--- src/design/vs_pkg.sv ---
package vs_pkg;

	////////////////////////////////////////
	// fixed point and screen constants
	////////////////////////////////////////
	localparam int FIX_W       = 16;	// q8.8 word
	localparam int FRAC_BITS   = 8;
	localparam int NDC_FRAC    = 14;	// q2.14 ndc
	localparam int SCR_W       = 20;	// screen coordinate width
	localparam int HALF_W      = 320;	// 640 wide screen
	localparam int HALF_H      = 240;	// 480 high screen
	localparam int NUM_VERTS   = 4;
	localparam int VERT_W      = $clog2(NUM_VERTS);
	localparam int DIV_CYCLES  = 32;	// one quotient bit per cycle
	localparam int DOT_LATENCY = 3;

	typedef logic signed [FIX_W-1:0] fix_t;

	localparam fix_t FIX_ONE = fix_t'(1 << FRAC_BITS);	// 1.0 in q8.8

	////////////////////////////////////////
	// vector and quad bundles
	////////////////////////////////////////
	typedef struct packed {
		fix_t x;
		fix_t y;
		fix_t z;
		fix_t w;
	} vec4_t;

	typedef struct packed {
		vec4_t a;
		vec4_t b;
	} dot_req_t;

	// w of each vertex is ignored, the transform forces 1.0
	typedef struct packed {
		vec4_t [NUM_VERTS-1:0] v;
	} world_quad_t;

	// rows 0, 1 and 3 of the view-projection matrix
	typedef struct packed {
		vec4_t row0;
		vec4_t row1;
		vec4_t row3;
	} vp_rows_t;

	typedef struct packed {
		vec4_t normal;	// w zero
		vec4_t light;	// w zero
	} shade_in_t;

	typedef struct packed {
		logic [SCR_W-1:0] x;
		logic [SCR_W-1:0] y;
	} scr_vert_t;

	typedef struct packed {
		scr_vert_t [NUM_VERTS-1:0] v;
	} screen_quad_t;

endpackage

--- src/design/dot4_unit.sv ---
module dot4_unit import vs_pkg::*; (
	input  logic     clk,
	input  logic     reset,
	input  logic     i_start,
	input  dot_req_t i_req,
	output logic     o_done,
	output fix_t     o_result
);

	logic signed [2*FIX_W-1:0] prod [4];	// q16.16 products
	logic signed [2*FIX_W+1:0] sum;			// two guard bits for the adds
	logic [DOT_LATENCY-1:0] vld;

	// stage 1, four products
	always_ff @(posedge clk) begin
		prod[0] <= i_req.a.x * i_req.b.x;
		prod[1] <= i_req.a.y * i_req.b.y;
		prod[2] <= i_req.a.z * i_req.b.z;
		prod[3] <= i_req.a.w * i_req.b.w;
	end

	// stage 2, full precision sum
	always_ff @(posedge clk) begin
		sum <= prod[0] + prod[1] + prod[2] + prod[3];
	end

	// stage 3, back to q8.8
	// dropping the low bits of a two's complement sum rounds toward minus infinity
	always_ff @(posedge clk) begin
		o_result <= sum[FRAC_BITS +: FIX_W];
	end

	// start travels alongside the data
	always_ff @(posedge clk) begin
		if (reset) begin
			vld <= '0;
		end else begin
			vld <= {vld[DOT_LATENCY-2:0], i_start};
		end
	end

	assign o_done = vld[DOT_LATENCY-1];

endmodule

--- src/design/dot_arbiter.sv ---
module dot_arbiter import vs_pkg::*; (
	input  logic     clk,
	input  logic     reset,
	input  logic     i_xf_req,		// transform, high priority
	input  dot_req_t i_xf_ops,
	input  logic     i_sh_req,		// face shader
	input  dot_req_t i_sh_ops,
	output logic     o_xf_done,
	output logic     o_sh_done,
	output fix_t     o_result
);

	logic     busy;			// an operation is in flight
	logic     owner_sh;		// 0 transform, 1 shader
	logic     dot_start;
	logic     dot_done;
	dot_req_t dot_ops;

	// the owner holds its operands until its done pulse
	assign dot_ops = owner_sh ? i_sh_ops : i_xf_ops;

	////////////////////////////////////////
	// grant and owner tracking
	////////////////////////////////////////
	always_ff @(posedge clk) begin
		if (reset) begin
			busy      <= 1'b0;
			owner_sh  <= 1'b0;
			dot_start <= 1'b0;
		end else begin
			dot_start <= 1'b0;
			if (!busy && (i_xf_req || i_sh_req)) begin
				busy      <= 1'b1;
				owner_sh  <= !i_xf_req;	// transform wins a tie
				dot_start <= 1'b1;
			end else if (dot_done) begin
				// requester still high this cycle, so no regrant until next
				busy <= 1'b0;
			end
		end
	end

	assign o_xf_done = dot_done && !owner_sh;
	assign o_sh_done = dot_done && owner_sh;

	dot4_unit u_dot (
		.clk      (clk),
		.reset    (reset),
		.i_start  (dot_start),
		.i_req    (dot_ops),
		.o_done   (dot_done),
		.o_result (o_result)
	);

endmodule

--- src/design/ndc_divider.sv ---
module ndc_divider import vs_pkg::*; (
	input  logic clk,
	input  logic reset,
	input  logic i_start,
	input  fix_t i_num,		// q8.8 clip x or y
	input  fix_t i_den,		// q8.8 clip w
	output logic o_done,
	output fix_t o_quot		// q2.14
);

	logic signed [FIX_W:0]   num_ext;
	logic signed [FIX_W:0]   den_ext;
	logic [FIX_W:0]          num_mag;
	logic [FIX_W:0]          den_in_mag;
	logic [FIX_W:0]          den_mag;
	logic [FIX_W:0]          rem;
	logic [FIX_W:0]          rem_shift;
	logic [FIX_W+1:0]        trial;
	logic [DIV_CYCLES-1:0]   quo;
	logic [$clog2(DIV_CYCLES)-1:0] cnt;
	logic busy;
	logic fin;
	logic neg;
	logic den_zero;

	// magnitudes, one extra bit so -32768 fits
	assign num_ext    = i_num;
	assign den_ext    = i_den;
	assign num_mag    = num_ext[FIX_W] ? -num_ext : num_ext;
	assign den_in_mag = den_ext[FIX_W] ? -den_ext : den_ext;

	// restoring step, next dividend bit into the remainder
	assign rem_shift = {rem[FIX_W-1:0], quo[DIV_CYCLES-1]};
	assign trial     = {1'b0, rem_shift} - {1'b0, den_mag};

	////////////////////////////////////////
	// control
	////////////////////////////////////////
	always_ff @(posedge clk) begin
		if (reset) begin
			busy   <= 1'b0;
			fin    <= 1'b0;
			cnt    <= '0;
			o_done <= 1'b0;
		end else begin
			o_done <= fin;
			fin    <= 1'b0;
			if (i_start && !busy) begin
				busy <= 1'b1;
				cnt  <= '0;
			end else if (busy) begin
				cnt <= cnt + 1'b1;
				if (cnt == DIV_CYCLES - 1) begin
					busy <= 1'b0;
					fin  <= 1'b1;
				end
			end
		end
	end

	////////////////////////////////////////
	// datapath
	////////////////////////////////////////
	always_ff @(posedge clk) begin
		if (i_start && !busy) begin
			rem      <= '0;
			quo      <= {{(DIV_CYCLES-FIX_W-1){1'b0}}, num_mag} << NDC_FRAC;	// scale by 2^14
			den_mag  <= den_in_mag;
			den_zero <= (i_den == '0);
			neg      <= i_num[FIX_W-1] ^ i_den[FIX_W-1];
		end else if (busy) begin
			if (!trial[FIX_W+1]) begin
				rem <= trial[FIX_W:0];
				quo <= {quo[DIV_CYCLES-2:0], 1'b1};
			end else begin
				rem <= rem_shift;
				quo <= {quo[DIV_CYCLES-2:0], 1'b0};
			end
		end
		if (fin) begin
			// magnitude already truncated, so the signed result rounds toward zero
			if (den_zero)
				o_quot <= '0;
			else if (neg)
				o_quot <= -quo[FIX_W-1:0];
			else
				o_quot <= quo[FIX_W-1:0];
		end
	end

endmodule

--- src/design/vertex_transform.sv ---
module vertex_transform import vs_pkg::*; (
	input  logic         clk,
	input  logic         reset,
	input  logic         i_pc_data_ready,
	input  world_quad_t  i_world,
	input  vp_rows_t     i_vp,
	output logic         o_dot_req,
	output dot_req_t     o_dot_ops,
	input  logic         i_dot_done,
	input  fix_t         i_dot_result,
	output logic         o_quad_valid,
	output screen_quad_t o_quad
);

	typedef enum logic [1:0] {S_IDLE, S_DOT, S_DIV, S_VIEW} state_e;

	state_e            state;
	logic [VERT_W-1:0] vert;
	logic [1:0]        row;			// 0 x, 1 y, 2 w
	logic [VERT_W:0]   div_idx;		// {vertex, axis}
	world_quad_t       world_q;
	vp_rows_t          vp_q;
	fix_t              clip_x [NUM_VERTS];
	fix_t              clip_y [NUM_VERTS];
	fix_t              clip_w [NUM_VERTS];
	fix_t              ndc_x [NUM_VERTS];
	fix_t              ndc_y [NUM_VERTS];
	vec4_t             vert_h;
	vec4_t             row_sel;
	logic              div_start;
	logic              div_done;
	fix_t              div_num;
	fix_t              div_den;
	fix_t              div_quot;
	logic signed [31:0] scr_x;
	logic signed [31:0] scr_y;

	////////////////////////////////////////
	// dot operands, vertex times matrix row
	////////////////////////////////////////
	always_comb begin
		vert_h   = world_q.v[vert];
		vert_h.w = FIX_ONE;		// homogeneous w
		case (row)
			2'd0:    row_sel = vp_q.row0;
			2'd1:    row_sel = vp_q.row1;
			default: row_sel = vp_q.row3;
		endcase
	end

	assign o_dot_req = (state == S_DOT);
	assign o_dot_ops = '{a: vert_h, b: row_sel};

	// x then y of each vertex over its own w
	assign div_num = div_idx[0] ? clip_y[div_idx[VERT_W:1]] : clip_x[div_idx[VERT_W:1]];
	assign div_den = clip_w[div_idx[VERT_W:1]];

	// viewport, floor(ndc * half / 2^14) + half
	assign scr_x = ((32'(ndc_x[vert]) * HALF_W) >>> NDC_FRAC) + HALF_W;
	assign scr_y = ((32'(ndc_y[vert]) * HALF_H) >>> NDC_FRAC) + HALF_H;

	ndc_divider u_div (
		.clk     (clk),
		.reset   (reset),
		.i_start (div_start),
		.i_num   (div_num),
		.i_den   (div_den),
		.o_done  (div_done),
		.o_quot  (div_quot)
	);

	////////////////////////////////////////
	// sequencer
	////////////////////////////////////////
	always_ff @(posedge clk) begin
		if (reset) begin
			state        <= S_IDLE;
			vert         <= '0;
			row          <= '0;
			div_idx      <= '0;
			div_start    <= 1'b0;
			o_quad_valid <= 1'b0;
		end else begin
			div_start    <= 1'b0;
			o_quad_valid <= 1'b0;
			case (state)
				S_IDLE: begin
					if (i_pc_data_ready) begin	// dropped while busy
						state <= S_DOT;
						vert  <= '0;
						row   <= '0;
					end
				end
				S_DOT: begin
					if (i_dot_done) begin
						if (row == 2'd2) begin
							row <= '0;
							vert <= vert + 1'b1;	// wraps to 0 after last vertex
							if (vert == VERT_W'(NUM_VERTS - 1)) begin
								state     <= S_DIV;
								div_idx   <= '0;
								div_start <= 1'b1;
							end
						end else begin
							row <= row + 1'b1;
						end
					end
				end
				S_DIV: begin
					if (div_done) begin
						if (div_idx == '1) begin
							state <= S_VIEW;
						end else begin
							div_idx   <= div_idx + 1'b1;
							div_start <= 1'b1;
						end
					end
				end
				S_VIEW: begin
					vert <= vert + 1'b1;	// one vertex per cycle
					if (vert == VERT_W'(NUM_VERTS - 1)) begin
						state        <= S_IDLE;
						o_quad_valid <= 1'b1;
					end
				end
				default: state <= S_IDLE;
			endcase
		end
	end

	////////////////////////////////////////
	// working registers
	////////////////////////////////////////
	always_ff @(posedge clk) begin
		if (state == S_IDLE && i_pc_data_ready) begin
			world_q <= i_world;
			vp_q    <= i_vp;
		end
		if (state == S_DOT && i_dot_done) begin
			case (row)
				2'd0:    clip_x[vert] <= i_dot_result;
				2'd1:    clip_y[vert] <= i_dot_result;
				default: clip_w[vert] <= i_dot_result;
			endcase
		end
		if (state == S_DIV && div_done) begin
			if (div_idx[0])
				ndc_y[div_idx[VERT_W:1]] <= div_quot;
			else
				ndc_x[div_idx[VERT_W:1]] <= div_quot;
		end
		if (state == S_VIEW) begin
			o_quad.v[vert].x <= scr_x[SCR_W-1:0];
			o_quad.v[vert].y <= scr_y[SCR_W-1:0];
		end
	end

endmodule

--- src/design/face_shader.sv ---
module face_shader import vs_pkg::*; (
	input  logic       clk,
	input  logic       reset,
	input  logic       i_pc_data_ready,
	input  shade_in_t  i_shade,
	output logic       o_dot_req,
	output dot_req_t   o_dot_ops,
	input  logic       i_dot_done,
	input  fix_t       i_dot_result,
	output logic       o_shade_valid,
	output logic [1:0] o_intensity
);

	typedef enum logic {S_IDLE, S_REQ} state_e;

	state_e     state;
	shade_in_t  shade_q;
	logic [1:0] level;

	assign o_dot_req = (state == S_REQ);
	assign o_dot_ops = '{a: shade_q.normal, b: shade_q.light};

	// 2-bit intensity from n.l, back faces use the magnitude
	always_comb begin
		if (!i_dot_result[FIX_W-1]) begin
			if (i_dot_result >= FIX_ONE)
				level = 2'd3;	// saturate at 1.0
			else
				level = i_dot_result[FRAC_BITS-1 -: 2];
		end else begin
			if (i_dot_result <= -FIX_ONE)
				level = 2'd3;
			else
				level = ~i_dot_result[FRAC_BITS-1 -: 2];
		end
	end

	always_ff @(posedge clk) begin
		if (reset) begin
			state         <= S_IDLE;
			o_shade_valid <= 1'b0;
		end else begin
			o_shade_valid <= 1'b0;
			case (state)
				S_IDLE:  if (i_pc_data_ready) state <= S_REQ;
				S_REQ: begin
					if (i_dot_done) begin	// request drops next cycle
						state         <= S_IDLE;
						o_shade_valid <= 1'b1;
					end
				end
				default: state <= S_IDLE;
			endcase
		end
	end

	always_ff @(posedge clk) begin
		if (state == S_IDLE && i_pc_data_ready)
			shade_q <= i_shade;
		if (state == S_REQ && i_dot_done)
			o_intensity <= level;
	end

endmodule

--- src/design/frame_buffer.sv ---
module frame_buffer import vs_pkg::*; (
	input  logic         clk,
	input  logic         reset,
	input  logic         i_frame_start,		// start of vertical blanking
	input  logic         i_quad_valid,
	input  screen_quad_t i_quad,
	input  logic         i_shade_valid,
	input  logic [1:0]   i_intensity,
	output screen_quad_t o_quad,
	output logic [1:0]   o_intensity
);

	screen_quad_t quad_slot [2];
	logic [1:0]   int_slot [2];
	logic         wr_sel;		// back slot
	logic         pending;		// a finished quad waits for the strobe

	// shading finishes ahead of the transform, so both land in the same back slot
	always_ff @(posedge clk) begin
		if (i_quad_valid)
			quad_slot[wr_sel] <= i_quad;
		if (i_shade_valid)
			int_slot[wr_sel] <= i_intensity;
	end

	always_ff @(posedge clk) begin
		if (reset) begin
			wr_sel      <= 1'b0;
			pending     <= 1'b0;
			o_quad      <= '0;
			o_intensity <= '0;
		end else begin
			if (i_frame_start && pending) begin
				o_quad      <= quad_slot[!wr_sel];	// newest complete slot
				o_intensity <= int_slot[!wr_sel];
				pending     <= 1'b0;
			end
			if (i_quad_valid) begin
				wr_sel  <= !wr_sel;
				pending <= 1'b1;
			end
		end
	end

endmodule

--- src/design/vertex_shader_top.sv ---
module vertex_shader_top import vs_pkg::*; (
	input  logic         clk,
	input  logic         reset,
	input  logic         i_pc_data_ready,
	input  world_quad_t  i_world,
	input  vp_rows_t     i_vp,
	input  shade_in_t    i_shade,
	input  logic         i_frame_start,
	output screen_quad_t o_quad,
	output logic [1:0]   o_intensity
);

	logic         xf_req;
	dot_req_t     xf_ops;
	logic         xf_done;
	logic         sh_req;
	dot_req_t     sh_ops;
	logic         sh_done;
	fix_t         dot_result;	// shared by both peers
	logic         quad_valid;
	screen_quad_t quad;
	logic         shade_valid;
	logic [1:0]   intensity;

	vertex_transform u_xf (
		.clk             (clk),
		.reset           (reset),
		.i_pc_data_ready (i_pc_data_ready),
		.i_world         (i_world),
		.i_vp            (i_vp),
		.o_dot_req       (xf_req),
		.o_dot_ops       (xf_ops),
		.i_dot_done      (xf_done),
		.i_dot_result    (dot_result),
		.o_quad_valid    (quad_valid),
		.o_quad          (quad)
	);

	face_shader u_sh (
		.clk             (clk),
		.reset           (reset),
		.i_pc_data_ready (i_pc_data_ready),
		.i_shade         (i_shade),
		.o_dot_req       (sh_req),
		.o_dot_ops       (sh_ops),
		.i_dot_done      (sh_done),
		.i_dot_result    (dot_result),
		.o_shade_valid   (shade_valid),
		.o_intensity     (intensity)
	);

	dot_arbiter u_arb (
		.clk       (clk),
		.reset     (reset),
		.i_xf_req  (xf_req),
		.i_xf_ops  (xf_ops),
		.i_sh_req  (sh_req),
		.i_sh_ops  (sh_ops),
		.o_xf_done (xf_done),
		.o_sh_done (sh_done),
		.o_result  (dot_result)
	);

	frame_buffer u_fb (
		.clk           (clk),
		.reset         (reset),
		.i_frame_start (i_frame_start),
		.i_quad_valid  (quad_valid),
		.i_quad        (quad),
		.i_shade_valid (shade_valid),
		.i_intensity   (intensity),
		.o_quad        (o_quad),
		.o_intensity   (o_intensity)
	);

endmodule

--- config.mk ---
export PLATFORM = sky130hd
export DESIGN_NAME = vertex_shader_top
export DESIGN_NICKNAME = d
export VERILOG_FILES = /design/src/design/vs_pkg.sv /design/src/design/dot4_unit.sv /design/src/design/dot_arbiter.sv /design/src/design/ndc_divider.sv /design/src/design/vertex_transform.sv /design/src/design/face_shader.sv /design/src/design/frame_buffer.sv /design/src/design/vertex_shader_top.sv
export SDC_FILE = /design/constraint.sdc
export NUM_CORES = 2
export LEC_CHECK = 0
export BUFFER_PORTS_ARGS = -buffer_cell sky130_fd_sc_hd__buf_2
export CAP_MARGIN = 5
export CORE_MARGIN = 4
export CORE_UTILIZATION = 45
export CTS_BUF_LIST = sky130_fd_sc_hd__clkbuf_16
export DETAILED_ROUTE_END_ITERATION = 8
export SLEW_MARGIN = 30
export SYNTH_ARGS = -nofsm -noshare
export SYNTH_HDL_FRONTEND = slang
export SYNTH_HIERARCHICAL = 1
export SYNTH_SLANG_ARGS = --single-unit
--- constraint.sdc ---
create_clock -name clk -period 25.4 [get_ports clk]
set_input_delay 2.54 -clock clk [delete_from_list [all_inputs] [get_ports clk]]
set_output_delay 2.54 -clock clk [all_outputs]
set_load 0.01 [all_outputs]
==> run metrics <==
f_max between 100 and 150 MHz; via count 56272; Initial DRC Count 3343; asr flop ratio synth 0%; Clock Tree Root clkbuf_16; CP cell instances buf_4 -> mux4_2 -> mux2_4 -> and2_1 -> fa_1 -> inv_1 -> fa_1 -> inv_1 -> ha_1 -> fa_1 -> fa_1 -> inv_1 -> fa_1 -> inv_1 -> ha_1 -> or3_4 -> o311a_4 -> o2111ai_2 -> nand4_2 -> a2111oi_2 -> o31ai_1 -> a21oi_1 -> xnor2_1; area grow syn2layout 11.67%; CTS-repair resized insts 0; die width approximately 470 um; critical path type flip-flop to flip-flop; Yosys reg bits approximately 1700; Synth Cell Area about 0.096 mm^2; Post-CTS Repair Setup Buffers 0; Die ar. about 0.22 mm^2; hold endpoint u_arb/u_dot/o_result[1]; most frequent cells in the layout edfxtp_1, inv_1, fa_1, buf_2, nand2_1; Arr. time, crit path 8.85 ns; row cnt between 150 and 200; vias in the first global route 60399; Initial Util 45.34%; FF-to-FF End u_arb/u_dot/prod[2][22]; Syn. warnings 6; final wirelength ~220000 um; Final setup viols 0; GRT Util Overall 19.76%; cts bufs inserted about 170; Critical Path Sink Type flip-flop; status complete, no violations; max-slew violations 0; Slew HR 28.88%; Setup TNS 0 ns; DRC viols 0; first-pass GRT wire length ~340000 um; drt first pass iters 7; Worst Tran Pin Value around 1.1 ns; top_reg_cell synth edfxtp_1; Critical Path RT about 26 ns; Avg Synthesized Cell Area between 10 and 15 um^2; Reg2Reg Depth 23; CTS tree done; CP Launch Type flip-flop; Layout Nets a little under 10000; Clk pin slew, worst setup/hold paths approximately 0.070 ns; R2R Setup Slk between 15 and 20 ns; endpoints failing hold 0; fin crit period approximately 8 ns; CP peak stage delay a little over 0.9 ns; DR WL/cell 19.93 um; Port Buffers a little under 700; grt ovf 0; # IOs 742; RSZ-0062 raised after global routing false; Final Cycle Share about 32%; Seq/Total Area, Yosys 48.13%; Post-Synth Adder-Cell Area between 20% and 30%; main combinational cell family by area after synthesis adder cells; ANT nets after route 0; post-synthesis mux area share under 10%; simple-gate share of the synthesized area under 10%; HPWL after DPL roughly 160000 um; largest net degree at the start of global routing 160; commonest non-fill, non-tap cell in the layout edfxtp_1; Post-synth EDFFs about 1300; Worst Hold Margin ~0.28 ns; clk buf depth 3; initial antenna violation count 18; cells after synthesis roughly 7500; Yosys cell types between 100 and 150; via density per instance ~5; XOR/XNOR Fraction of Synth Area 2.331%; Hold Crit Class flip-flop to flip-flop; crit path max-delay cell type dfxtp_4; GP Congestion approximately 0.84; worst hold start u_arb/u_dot/sum[9]; share of cells above drive strength 1 ~16%; H-tree Lvls 4; complex-gate fraction of the synthesized area under 10%; most used cell, CP fa_1; hold depth 0; core area 0.2127 mm^2; Hold Buf Count CTS 0; Die H ~470 um; Clock Sinks between 1500 and 2000; maximum fanout along the worst path 32; max-cap violation count 0; Skew-Pair Late Insertion Delay 0.84 ns; Fin Clk Skew a little under 0.08 ns; RR Startpoint u_xf/vert[0]
-- cell families (layout without fill, tap and decap cells) --
| kind of cell | Yosys count | in the layout |
|---|---|---|
| buffers and inverters | 1483 | 2134 |
| AOI/OAI and AO/OA | 801 | 801 |
| and+or+nand+nor | 1530 | 1530 |
| other | 3 | 29 |
| xor gates and xnor gates | 255 | 255 |
| muxes | 512 | 512 |
| DFF | 1664 | 1664 |
| adders and majority gates | 1232 | 1232 |
-- worst max-delay path by stage --
stage                     from                       to  slack, ns
2_1_floorplan  i_pc_data_ready             u_xf/vp_q[0]      13.49
3_3_place_gp      u_xf/vert[0]  u_arb/u_dot/prod[2][23]      17.22
3_5_place_dp      u_xf/vert[0]  u_arb/u_dot/prod[2][22]      17.16
4_1_cts           u_xf/vert[0]  u_arb/u_dot/prod[2][22]      17.13
5_1_grt         u_arb/owner_sh  u_arb/u_dot/prod[3][23]      16.83
6_report          u_xf/vert[0]  u_arb/u_dot/prod[2][22]      17.27
-- critical path, delay by kind of cell, from the launching register on --
family                   cells  cell delay (ns)
adder cells (fa/ha/maj)      7             3.02
AO/OA/AOI/OAI                5             1.42
multiplexers                 2             0.98
flip-flops                   1             0.91
AND/OR/NAND/NOR              3             0.77
buffers and inverters        5             0.75
XOR/XNOR                     1             0.13
-- cell type report --
class | instances | area (um^2)
diodes | 12 | 30.03
clock buffers | 175 | 4379
clock inverters | 150 | 1434
fillers | 18461 | 105000
inverters | 1091 | 4095
multi-input cells | 4347 | 43980
flip-flops and latches | 1664 | 46460
well taps | 2821 | 3530
repair buffers | 718 | 3795
-- synth_stat cells, drive strengths merged, types with 9 or more instances --
cell,number,area [um^2]
dfxtp,354,7087
xor2,77,689.4
a211oi,176,1341
mux2,146,1971
o21ai,162,810.8
mux2i,238,2395
o21a,30,226.5
o211ai,25,187.7
and3,13,81.33
mux4,128,2887
nand4,11,75.07
a21oi,263,1320
nor3,43,215.2
a21o,36,270.3
ha,414,5180
nand2b,51,319.1
or4,17,138.9
fa,818,16380
buf,167,1262
inv,1090,4091
nand2,645,2421
nand3,27,135.1
nor2b,38,237.7
or3,9,61.31
nor3b,12,90.09
or2,9,56.30
edfxtp,1310,39340
and2,486,3040
nor2,146,550.5
o31ai,19,156.4
a31oi,11,68.82
xnor2,178,1559
clkbuf,225,844.6
o21bai,13,101.4
-- per-layer routing --
layer / track usage, % / wire [um] / vias up / share of wire [%]
met1: 25.43 / 92040 / 28553 / 42
li1: - / - / 26126 / -
met4: 5.107 / 5183 / 6 / 2.4
met5: 0 / 34 / - / 0.016
met3: 3.068 / 10120 / 279 / 4.6
met2: 34.86 / 111400 / 1308 / 51
-- stage by stage --
stage	cells	utilization [%]	setup slack, ns	cell area, um^2
floorplan	7494	-	13.49	96500
global placement	10638	47.83	17.22	101700
detailed placement	10641	47.87	17.16	101800
CTS	10966	50.60	17.13	107600
global route	10971	50.62	16.83	107700
finish	10978	50.63	17.27	107700
-- sequential cells by signal (all words and copies together), names as in the netlist, 4 cells and up, named ones only --
signal                count
u_xf/clip_x              64
u_fb/o_quad             160
u_xf/vp_q               192
u_fb/quad_slot          320
u_arb/u_dot/sum          16
u_xf/world_q            192
u_arb/u_dot/o_result     16
u_fb/int_slot             4
u_sh/o_dot_ops          128
u_xf/u_div/cnt            5
u_xf/u_div/quo           32
u_arb/u_dot/prod         96
u_xf/clip_w              64
u_xf/u_div/o_quot        16
u_xf/u_div/den_mag       17
u_xf/u_div/rem           16
u_xf/clip_y              64
u_xf/ndc_y               64
u_xf/o_quad             100
u_xf/ndc_x               64
Power is left out: the tool's default activity adds up to more than one toggle a clock period on the data nets, which glitch-free logic cannot reach.
